File: config.mk
export PLATFORM = sky130hd
export DESIGN_NAME = mem_scheduler
export DESIGN_NICKNAME = d
export VERILOG_FILES = /design/src/common/mem_sched_pkg.sv /design/src/request/req_queue.sv /design/src/request/req_batcher.sv /design/src/response/rsp_assembler.sv /design/src/design/slot_table.sv /design/src/design/mem_scheduler.sv
export SDC_FILE = /design/constraint.sdc
export NUM_CORES = 2
export LEC_CHECK = 0
export ABC_AREA = 0
export BUFFER_PORTS_ARGS = -buffer_cell sky130_fd_sc_hd__buf_4
export CAP_MARGIN = 10
export CORE_UTILIZATION = 50
export CTS_BUF_LIST = sky130_fd_sc_hd__clkbuf_8
export DETAILED_ROUTE_END_ITERATION = 8
export GPL_TIMING_DRIVEN = 0
export PLACE_DENSITY = 0.71
export SYNTH_ARGS = -nofsm -noshare
export SYNTH_HDL_FRONTEND = slang
export SYNTH_SLANG_ARGS = --single-unit
File: constraint.sdc
create_clock -name clk -period 13.2 [get_ports clk]
set_input_delay 1.32 -clock clk [delete_from_list [all_inputs] [get_ports clk]]
set_output_delay 1.32 -clock clk [all_outputs]
set_load 0.02 [all_outputs]
File: src/common/mem_sched_pkg.sv
// Sizes and packed bundles shared by the memory request scheduler blocks and its testbench
package mem_sched_pkg;

    localparam int CORE_REQS     = 4;
    localparam int MEM_CHANNELS  = 2;
    localparam int MEM_BATCHES   = 2;
    localparam int BATCH_BITS    = 1;
    localparam int WORD_WIDTH    = 32;
    localparam int WORD_BYTES    = 4;
    localparam int ADDR_WIDTH    = 30;
    localparam int TAG_WIDTH     = 8;
    localparam int QUEUE_SIZE    = 4;
    localparam int SLOT_BITS     = 2;
    // Slot index on top, batch index in the low bits
    localparam int MEM_TAG_WIDTH = SLOT_BITS + BATCH_BITS;

    typedef struct packed {
        logic                                    rw;
        logic [CORE_REQS-1:0]                    mask;
        logic [CORE_REQS-1:0][WORD_BYTES-1:0]    byteen;
        logic [CORE_REQS-1:0][ADDR_WIDTH-1:0]    addr;
        logic [CORE_REQS-1:0][WORD_WIDTH-1:0]    data;
        logic [TAG_WIDTH-1:0]                    tag;
    } core_req_t;

    // Queue entry, core tag replaced by the read slot
    typedef struct packed {
        logic                                    rw;
        logic [CORE_REQS-1:0]                    mask;
        logic [CORE_REQS-1:0][WORD_BYTES-1:0]    byteen;
        logic [CORE_REQS-1:0][ADDR_WIDTH-1:0]    addr;
        logic [CORE_REQS-1:0][WORD_WIDTH-1:0]    data;
        logic [SLOT_BITS-1:0]                    slot;
    } queued_req_t;

    typedef struct packed {
        logic                                    rw;
        logic [MEM_CHANNELS-1:0]                 mask;
        logic [MEM_CHANNELS-1:0][WORD_BYTES-1:0] byteen;
        logic [MEM_CHANNELS-1:0][ADDR_WIDTH-1:0] addr;
        logic [MEM_CHANNELS-1:0][WORD_WIDTH-1:0] data;
        logic [MEM_TAG_WIDTH-1:0]                tag;
    } mem_req_t;

    typedef struct packed {
        logic [MEM_CHANNELS-1:0]                 mask;
        logic [MEM_CHANNELS-1:0][WORD_WIDTH-1:0] data;
        logic [MEM_TAG_WIDTH-1:0]                tag;
    } mem_rsp_t;

    typedef struct packed {
        logic [CORE_REQS-1:0]                    mask;
        logic [CORE_REQS-1:0][WORD_WIDTH-1:0]    data;
        logic [TAG_WIDTH-1:0]                    tag;
    } core_rsp_t;

endpackage

File: src/request/req_queue.sv
// Core request FIFO; accepts a request when there is room and, for reads, a free slot
module req_queue (
    input  logic                               clk,
    input  logic                               reset,
    input  mem_sched_pkg::core_req_t           core_req,
    input  logic                               core_req_valid,
    output logic                               core_req_ready,
    input  logic [mem_sched_pkg::SLOT_BITS-1:0] alloc_slot,
    input  logic                               slots_full,
    output logic                               alloc,
    output mem_sched_pkg::queued_req_t         queued,
    output logic                               queued_valid,
    input  logic                               queued_ready,
    output logic                               queue_empty
);
    import mem_sched_pkg::*;

    queued_req_t          entries [QUEUE_SIZE];
    queued_req_t          entry_in;
    logic [SLOT_BITS-1:0] wr_ptr;
    logic [SLOT_BITS-1:0] rd_ptr;
    logic [SLOT_BITS:0]   count;
    logic                 full;
    logic                 push;
    logic                 pop;

    assign full           = (count == QUEUE_SIZE);
    assign core_req_ready = !full && (core_req.rw || !slots_full);
    assign push           = core_req_valid && core_req_ready;
    assign pop            = queued_valid && queued_ready;
    assign alloc          = push && !core_req.rw;

    assign queued_valid = (count != 0);
    assign queue_empty  = (count == 0);
    assign queued       = entries[rd_ptr];

    always_comb begin
        entry_in.rw     = core_req.rw;
        entry_in.mask   = core_req.mask;
        entry_in.byteen = core_req.byteen;
        entry_in.addr   = core_req.addr;
        entry_in.data   = core_req.data;
        // Writes never come back, so their slot field stays zero
        entry_in.slot   = core_req.rw ? '0 : alloc_slot;
    end

    always_ff @(posedge clk) begin
        if (push) begin
            entries[wr_ptr] <= entry_in;
        end
    end

    always_ff @(posedge clk) begin
        if (reset) begin
            wr_ptr <= '0;
            rd_ptr <= '0;
            count  <= '0;
        end else begin
            if (push) begin
                wr_ptr <= wr_ptr + 1'b1;
            end
            if (pop) begin
                rd_ptr <= rd_ptr + 1'b1;
            end
            case ({push, pop})
                2'b10:   count <= count + 1'b1;
                2'b01:   count <= count - 1'b1;
                default: count <= count;
            endcase
        end
    end

endmodule

File: src/request/req_batcher.sv
// Splits the head queue entry into two-lane memory batches and registers each memory request
module req_batcher (
    input  logic                       clk,
    input  logic                       reset,
    input  mem_sched_pkg::queued_req_t queued,
    input  logic                       queued_valid,
    output logic                       queued_ready,
    output mem_sched_pkg::mem_req_t    mem_req,
    output logic                       mem_req_valid,
    input  logic                       mem_req_ready
);
    import mem_sched_pkg::*;

    logic [BATCH_BITS-1:0]                   batch_idx;
    logic [BATCH_BITS-1:0]                   cur_batch;
    logic [BATCH_BITS-1:0]                   last_batch;
    logic [MEM_BATCHES-1:0][MEM_CHANNELS-1:0] batch_mask;
    logic                                    any_batch;
    logic                                    load_ok;
    logic                                    issue;
    mem_req_t                                mem_req_n;

    always_comb begin
        for (int b = 0; b < MEM_BATCHES; b++) begin
            batch_mask[b] = queued.mask[b*MEM_CHANNELS +: MEM_CHANNELS];
        end
    end

    assign any_batch = |queued.mask;

    // First non-empty batch at or after the counter, and the last non-empty one
    always_comb begin
        cur_batch  = batch_idx;
        last_batch = '0;
        for (int b = MEM_BATCHES - 1; b >= 0; b--) begin
            if (b >= batch_idx && |batch_mask[b]) begin
                cur_batch = BATCH_BITS'(b);
            end
        end
        for (int b = 0; b < MEM_BATCHES; b++) begin
            if (|batch_mask[b]) begin
                last_batch = BATCH_BITS'(b);
            end
        end
    end

    assign load_ok = !mem_req_valid || mem_req_ready;
    assign issue   = queued_valid && any_batch && load_ok;

    // Entry leaves once its last batch is loaded; an all-masked entry is dropped at once
    assign queued_ready = !any_batch || (load_ok && cur_batch == last_batch);

    always_comb begin
        mem_req_n.rw   = queued.rw;
        mem_req_n.mask = batch_mask[cur_batch];
        mem_req_n.tag  = {queued.slot, cur_batch};
        for (int c = 0; c < MEM_CHANNELS; c++) begin
            mem_req_n.byteen[c] = queued.byteen[cur_batch*MEM_CHANNELS + c];
            mem_req_n.addr[c]   = queued.addr[cur_batch*MEM_CHANNELS + c];
            mem_req_n.data[c]   = queued.data[cur_batch*MEM_CHANNELS + c];
        end
    end

    always_ff @(posedge clk) begin
        if (reset) begin
            batch_idx     <= '0;
            mem_req_valid <= 1'b0;
        end else begin
            if (queued_valid && queued_ready) begin
                batch_idx <= '0;
            end else if (issue) begin
                batch_idx <= cur_batch + 1'b1;
            end
            if (load_ok) begin
                mem_req_valid <= issue;
            end
        end
    end

    always_ff @(posedge clk) begin
        if (issue) begin
            mem_req <= mem_req_n;
        end
    end

endmodule

File: src/response/rsp_assembler.sv
// Collects out-of-order memory responses per slot and emits one full core response per read
module rsp_assembler (
    input  logic                                 clk,
    input  logic                                 reset,
    input  mem_sched_pkg::mem_rsp_t              mem_rsp,
    input  logic                                 mem_rsp_valid,
    output logic                                 mem_rsp_ready,
    output logic [mem_sched_pkg::SLOT_BITS-1:0]  lookup_slot,
    input  logic [mem_sched_pkg::TAG_WIDTH-1:0]  lookup_tag,
    input  logic [mem_sched_pkg::CORE_REQS-1:0]  lookup_mask,
    output mem_sched_pkg::core_rsp_t             core_rsp,
    output logic                                 core_rsp_valid,
    input  logic                                 core_rsp_ready,
    output logic                                 release_en,
    output logic [mem_sched_pkg::SLOT_BITS-1:0]  release_slot
);
    import mem_sched_pkg::*;

    logic [QUEUE_SIZE-1:0][CORE_REQS-1:0]     rcvd;
    logic [CORE_REQS-1:0][WORD_WIDTH-1:0]     store [QUEUE_SIZE];
    logic [CORE_REQS-1:0][WORD_WIDTH-1:0]     store_n;
    logic [CORE_REQS-1:0]                     cur_mask;
    logic [CORE_REQS-1:0]                     rcvd_n;
    logic [SLOT_BITS-1:0]                     rsp_slot;
    logic [BATCH_BITS-1:0]                    rsp_batch;
    logic [SLOT_BITS-1:0]                     out_slot;
    logic                                     complete;
    logic                                     load_ok;
    logic                                     mem_rsp_fire;

    assign rsp_slot    = mem_rsp.tag[MEM_TAG_WIDTH-1 -: SLOT_BITS];
    assign rsp_batch   = mem_rsp.tag[BATCH_BITS-1:0];
    assign lookup_slot = rsp_slot;

    // Place channel data into the lanes of this batch
    always_comb begin
        store_n  = store[rsp_slot];
        cur_mask = '0;
        for (int r = 0; r < CORE_REQS; r++) begin
            if (r / MEM_CHANNELS == rsp_batch && mem_rsp.mask[r % MEM_CHANNELS]) begin
                cur_mask[r] = 1'b1;
                store_n[r]  = mem_rsp.data[r % MEM_CHANNELS];
            end
        end
    end

    assign rcvd_n   = rcvd[rsp_slot] | cur_mask;
    assign complete = (rcvd_n == lookup_mask);

    // Partial responses need no output slot, but the register must be free to take any response
    assign load_ok       = !core_rsp_valid || core_rsp_ready;
    assign mem_rsp_ready = load_ok;
    assign mem_rsp_fire  = mem_rsp_valid && load_ok;

    assign release_en   = core_rsp_valid && core_rsp_ready;
    assign release_slot = out_slot;

    always_ff @(posedge clk) begin
        if (mem_rsp_fire) begin
            store[rsp_slot] <= store_n;
        end
    end

    always_ff @(posedge clk) begin
        if (reset) begin
            rcvd           <= '0;
            core_rsp_valid <= 1'b0;
        end else begin
            if (mem_rsp_fire) begin
                rcvd[rsp_slot] <= complete ? '0 : rcvd_n;
            end
            if (load_ok) begin
                core_rsp_valid <= mem_rsp_fire && complete;
            end
        end
    end

    always_ff @(posedge clk) begin
        if (mem_rsp_fire && complete) begin
            core_rsp.mask <= lookup_mask;
            core_rsp.data <= store_n;
            core_rsp.tag  <= lookup_tag;
            out_slot      <= rsp_slot;
        end
    end

endmodule

File: src/design/slot_table.sv
// Read slot allocator holding each pending read's core tag and lane mask
module slot_table (
    input  logic                                clk,
    input  logic                                reset,
    input  logic                                alloc,
    input  logic [mem_sched_pkg::TAG_WIDTH-1:0] alloc_tag,
    input  logic [mem_sched_pkg::CORE_REQS-1:0] alloc_mask,
    output logic [mem_sched_pkg::SLOT_BITS-1:0] alloc_slot,
    output logic                                slots_full,
    input  logic [mem_sched_pkg::SLOT_BITS-1:0] lookup_slot,
    output logic [mem_sched_pkg::TAG_WIDTH-1:0] lookup_tag,
    output logic [mem_sched_pkg::CORE_REQS-1:0] lookup_mask,
    input  logic                                release_en,
    input  logic [mem_sched_pkg::SLOT_BITS-1:0] release_slot,
    input  logic                                queue_empty,
    output logic                                core_req_empty
);
    import mem_sched_pkg::*;

    logic [QUEUE_SIZE-1:0] used;
    logic [TAG_WIDTH-1:0]  tags  [QUEUE_SIZE];
    logic [CORE_REQS-1:0]  masks [QUEUE_SIZE];

    // Lowest free slot wins
    always_comb begin
        alloc_slot = '0;
        for (int i = QUEUE_SIZE - 1; i >= 0; i--) begin
            if (!used[i]) begin
                alloc_slot = SLOT_BITS'(i);
            end
        end
    end

    assign slots_full     = &used;
    assign core_req_empty = !(|used) && queue_empty;
    assign lookup_tag     = tags[lookup_slot];
    assign lookup_mask    = masks[lookup_slot];

    always_ff @(posedge clk) begin
        if (alloc) begin
            tags[alloc_slot]  <= alloc_tag;
            masks[alloc_slot] <= alloc_mask;
        end
    end

    always_ff @(posedge clk) begin
        if (reset) begin
            used <= '0;
        end else begin
            if (alloc) begin
                used[alloc_slot] <= 1'b1;
            end
            if (release_en) begin
                used[release_slot] <= 1'b0;
            end
        end
    end

endmodule

File: src/design/mem_scheduler.sv
// Memory request scheduler top; instantiate with the core and memory valid/ready channels
module mem_scheduler (
    input  logic                      clk,
    input  logic                      reset,
    input  mem_sched_pkg::core_req_t  core_req,
    input  logic                      core_req_valid,
    output logic                      core_req_ready,
    output logic                      core_req_empty,
    output mem_sched_pkg::core_rsp_t  core_rsp,
    output logic                      core_rsp_valid,
    input  logic                      core_rsp_ready,
    output mem_sched_pkg::mem_req_t   mem_req,
    output logic                      mem_req_valid,
    input  logic                      mem_req_ready,
    input  mem_sched_pkg::mem_rsp_t   mem_rsp,
    input  logic                      mem_rsp_valid,
    output logic                      mem_rsp_ready
);
    import mem_sched_pkg::*;

    queued_req_t          queued;
    logic                 queued_valid;
    logic                 queued_ready;
    logic                 queue_empty;
    logic                 alloc;
    logic [SLOT_BITS-1:0] alloc_slot;
    logic                 slots_full;
    logic [SLOT_BITS-1:0] lookup_slot;
    logic [TAG_WIDTH-1:0] lookup_tag;
    logic [CORE_REQS-1:0] lookup_mask;
    logic                 release_en;
    logic [SLOT_BITS-1:0] release_slot;

    req_queue u_req_queue (
        .clk            (clk),
        .reset          (reset),
        .core_req       (core_req),
        .core_req_valid (core_req_valid),
        .core_req_ready (core_req_ready),
        .alloc_slot     (alloc_slot),
        .slots_full     (slots_full),
        .alloc          (alloc),
        .queued         (queued),
        .queued_valid   (queued_valid),
        .queued_ready   (queued_ready),
        .queue_empty    (queue_empty)
    );

    req_batcher u_req_batcher (
        .clk           (clk),
        .reset         (reset),
        .queued        (queued),
        .queued_valid  (queued_valid),
        .queued_ready  (queued_ready),
        .mem_req       (mem_req),
        .mem_req_valid (mem_req_valid),
        .mem_req_ready (mem_req_ready)
    );

    // Tag and mask are captured straight from the accepted request
    slot_table u_slot_table (
        .clk            (clk),
        .reset          (reset),
        .alloc          (alloc),
        .alloc_tag      (core_req.tag),
        .alloc_mask     (core_req.mask),
        .alloc_slot     (alloc_slot),
        .slots_full     (slots_full),
        .lookup_slot    (lookup_slot),
        .lookup_tag     (lookup_tag),
        .lookup_mask    (lookup_mask),
        .release_en     (release_en),
        .release_slot   (release_slot),
        .queue_empty    (queue_empty),
        .core_req_empty (core_req_empty)
    );

    rsp_assembler u_rsp_assembler (
        .clk            (clk),
        .reset          (reset),
        .mem_rsp        (mem_rsp),
        .mem_rsp_valid  (mem_rsp_valid),
        .mem_rsp_ready  (mem_rsp_ready),
        .lookup_slot    (lookup_slot),
        .lookup_tag     (lookup_tag),
        .lookup_mask    (lookup_mask),
        .core_rsp       (core_rsp),
        .core_rsp_valid (core_rsp_valid),
        .core_rsp_ready (core_rsp_ready),
        .release_en     (release_en),
        .release_slot   (release_slot)
    );

endmodule

==> flow_summary_export.csv <==
group,metric,value,unit
status,outcome,"finished clean",
synth,synth-seq-area-share,80.8,%
cells_and_area,multi_input_area,13300,um2
die,core,143000,um2
placed_design,portBuffers,633,
clocking,clock_tree.buffer_depth,4,
hold_path,min_from,"u_rsp_assembler.rcvd[3]",
power,p_leak,28.8,nW
worst_setup_path,r2r_start,"u_rsp_assembler.rcvd[13]",
global_routing,track_usage,22.0,%
global_routing,grt_pass1_vias,35587,
drt,dr_total_vias,33977,
synth,synth_area_per_cell,24.9,um2
clocking,clock_tree.root_cell,"clkbuf_8",
cells_and_area,final_nets,4291,
drt,wl,162000,um
cells_and_area,seq_area,58400,um2
synth,syn-cell-area,72300,um2
synth,syn_nets,3264,
timing,setup_viol,0,
cells_and_area,post-route-cell-area,86400,um2
cells_and_area,drive_above_1_share,42.1,%
clocking,cts.sinks,1956,
timing,final_hold_viol_count,0,
timing,fin_skew,0.0626,ns
timing,fmax,225,MHz
die,die-area,146000,um2
die,die_w,382,um
cells_and_area,fin_util,60.2,%
worst_setup_path,arrival,5.06,ns
clocking,cts_resized,0,
drt,via_per_inst,5.58,
drt,drcViolationCount,0,
synth,synth_top_area_cell,"edfxtp_1",
synth,synth_cell_types,48,
synth,ys_ff_latch,1956,
timing,period_share,33.7,%
synth,synth_edf_count,1924,
placed_design,dp_slack,7.82,ns
worst_setup_path,path_cells,"buf_4 -> buf_6 -> buf_2 -> mux4_2 -> a21oi_1 -> xnor2_1 -> nor4_4 -> buf_6 -> and2b_4 -> buf_16 -> buf_12 -> buf_12",
placed_design,placed_area,80800,um2
power,p_total,15.5,mW
worst_setup_path,crit_type,"in -> reg",
clocking,clk_pin_slew_worst_paths,0.06,ns
timing,worst_slew_pin_slew,1.34,ns
clocking,postCtsSetupRepairBufs,0,
timing,slew_headroom,10.5,%
drt,wl_per_cell,26.5,um
worst_setup_path,cp.required,13.81,ns
worst_setup_path,crit_fanout,45,
drt,firstDrtPassIters,5,
global_routing,antenna_found_initial,46,
synth,async_reset_ff_share,0,%
clocking,hold_buffers,0,
flow_run,maxCapViolations,0,
worst_setup_path,critical_path.top_delay_family,"buffers and inverters",
synth,synth_area_leaders,"edfxtp_1, mux4_2, mux2_2",
die,die_h,382,um
cells_and_area,fillCellCount,10044,
clocking,clock_latency,0.97,ns
power,irDropWorstVdd,147,uV
global_routing,grt_pass1_wl,234000,um
worst_setup_path,cp_slowest_cell,"and2b_4",
timing,finalCriticalPeriod,4.45,ns
clocking,cts_tree,"yes",
global_routing,overflow,0,
die,io_pins,635,
synth,syn_inst,2906,
clocking,numCtsBuffers,322,
timing,slew_violations,0,
die,start_util,50.4,%
clocking,htree_levels,5,
hold_path,min_path_type,"reg -> reg",
worst_setup_path,cp_num_buf_inv,7,
synth,synth_top_area_share,80.0,%
synth,synth-main-ff-cell,"edfxtp_1",
drt,postRouteAntennaNets,0,
power,power_per_cell_area,180,nW/um2
timing,fin_ws,8.75,ns
global_routing,grt_max_degree,103,
placed_design,gp_congestion,0.768,
worst_setup_path,worst_setup_path_start_kind,"input port",
placed_design,dp_hpwl,105000,um
cells_and_area,synthToLayoutAreaGrowth,19.5,%
worst_setup_path,cp-startpoint,"mem_rsp[1]",
drt,drtIter0Drc,2817,
synth,ys.warnings.count,0,
worst_setup_path,cp-end-kind,"flop",
timing,grt_setup_unrepaired,"false",
die,rows,139,
worst_setup_path,cpPeakStageDelay,0.58,ns
metrics by stage:
step           TNS [ns]  hold WS [ns]  std cells
2_1_floorplan         0         0.454       2906
3_3_place_gp   -3230.07         0.474       5442
5_1_grt               0         0.446       6084
4_1_cts               0         0.416       6053
6_report              0         0.494       6090
3_5_place_dp          0         0.483       5512
layer usage:
metal | wire [um] | up-vias | global-route usage [%]
li1 | - | 14537 | -
met1 | 63600 | 17828 | 29.0
met2 | 80000 | 1252 | 34.3
met3 | 11900 | 334 | 5.95
met4 | 6010 | 26 | 10.5
met5 | 165 | - | 0
cell type report:
type	instances	area share, %
Sequential cell	1956	67.6
Clock buffer	326	5.20
Multi-Input combinational cell	812	15.4
Antenna cell	37	0.107
Tap cell	1903	2.76
Inverter	13	0.0652
Clock inverter	215	1.13
Buffer	125	0.658
Timing Repair Buffer	703	7.04
synthesized netlist by cell type, types with 2 or more instances:
master,number
mux2_1,49
a21oi_1,11
or3_1,3
o32ai_1,12
buf_6,9
buf_2,25
nor3_1,4
mux4_2,415
inv_1,13
nand2_1,14
and3_1,5
buf_1,12
ha_1,5
a211oi_1,3
mux2_2,213
o31ai_1,5
a21oi_2,3
nor2_1,15
clkbuf_1,79
nand2b_1,17
dfxtp_1,32
nor2b_1,2
xnor2_1,6
nand3b_1,5
o21a_1,2
edfxtp_1,1924
xor2_1,2
path summary, 6_finish.rpt:
kind | endpoint | slack [ns] | depth (start not counted)
hold / removal | u_rsp_assembler.rcvd[3] | 0.49 | 2
hold reg to reg | u_rsp_assembler.rcvd[3] | 0.49 | 2
setup / recovery | u_rsp_assembler.core_rsp[89] | 8.75 | 12
setup reg to reg | u_rsp_assembler.core_rsp[89] | 9.21 | 9
cells in the final DEF, fill, tap and decap left out, types with 6 or more instances in the layout:
cell and n:
buf_1 12, buf_16 29, mux2_1 49, inv_1 116
buf_6 38, nor2_1 14, o32ai_1 12, a21oi_1 10
xnor2_1 6, nand2_1 14, buf_4 636, edfxtp_1 1924
diode_2 37, mux2_2 213, buf_12 9, nand2b_1 17
buf_2 25, mux4_2 415, clkinv_2 22, clkbuf_8 326
dfxtp_1 32, clkbuf_1 79, clkinv_1 76
logic make-up (layout without fill, tap and decap cells):
group / count (synthesis) / count (layout) / share of synthesized area [%]
and+or+nand+nor: 77 / 77 / 0.604
DFF: 1956 / 1956 / 80.8
adders and majority gates: 6 / 6 / 0.114
other: 0 / 37 / 0
buffers and inverters: 138 / 1382 / 0.854
AOI/OAI and AO/OA: 44 / 44 / 0.462
muxes: 677 / 677 / 17.0
xor gates and xnor gates: 8 / 8 / 0.0970
worst reg2reg max path: stages, from the launching register on:
cell and delay (ns):
dfxtp_1 0.32, mux4_2 0.46, a21oi_1 0.41, xnor2_1 0.18
nor4_4 0.51, buf_6 0.24, and2b_4 0.58, buf_16 0.34
buf_12 0.29, buf_12 0.28
sequential cells by signal, summed over array words and instances, names as in the netlist, 3 cells and up, named ones only:
register / count
u_rsp_assembler.store: 512
u_req_batcher.mem_req: 138
u_slot_table.masks: 16
u_rsp_assembler.core_rsp: 140
u_rsp_assembler.rcvd: 16
u_slot_table.used: 4
u_req_queue.entries: 1084
u_req_queue.count: 3
u_slot_table.tags: 32
power by group:
group	total [mW]	leakage [nW]	switching (mW)	internal, mW
registers	7.90	17.9	0.173	7.73
clock network	4.60	3.18	2.24	2.36
logic	3.03	7.65	1.72	1.31
total	15.5	28.8	4.14	11.4
Power figures use the tool's default switching activity.
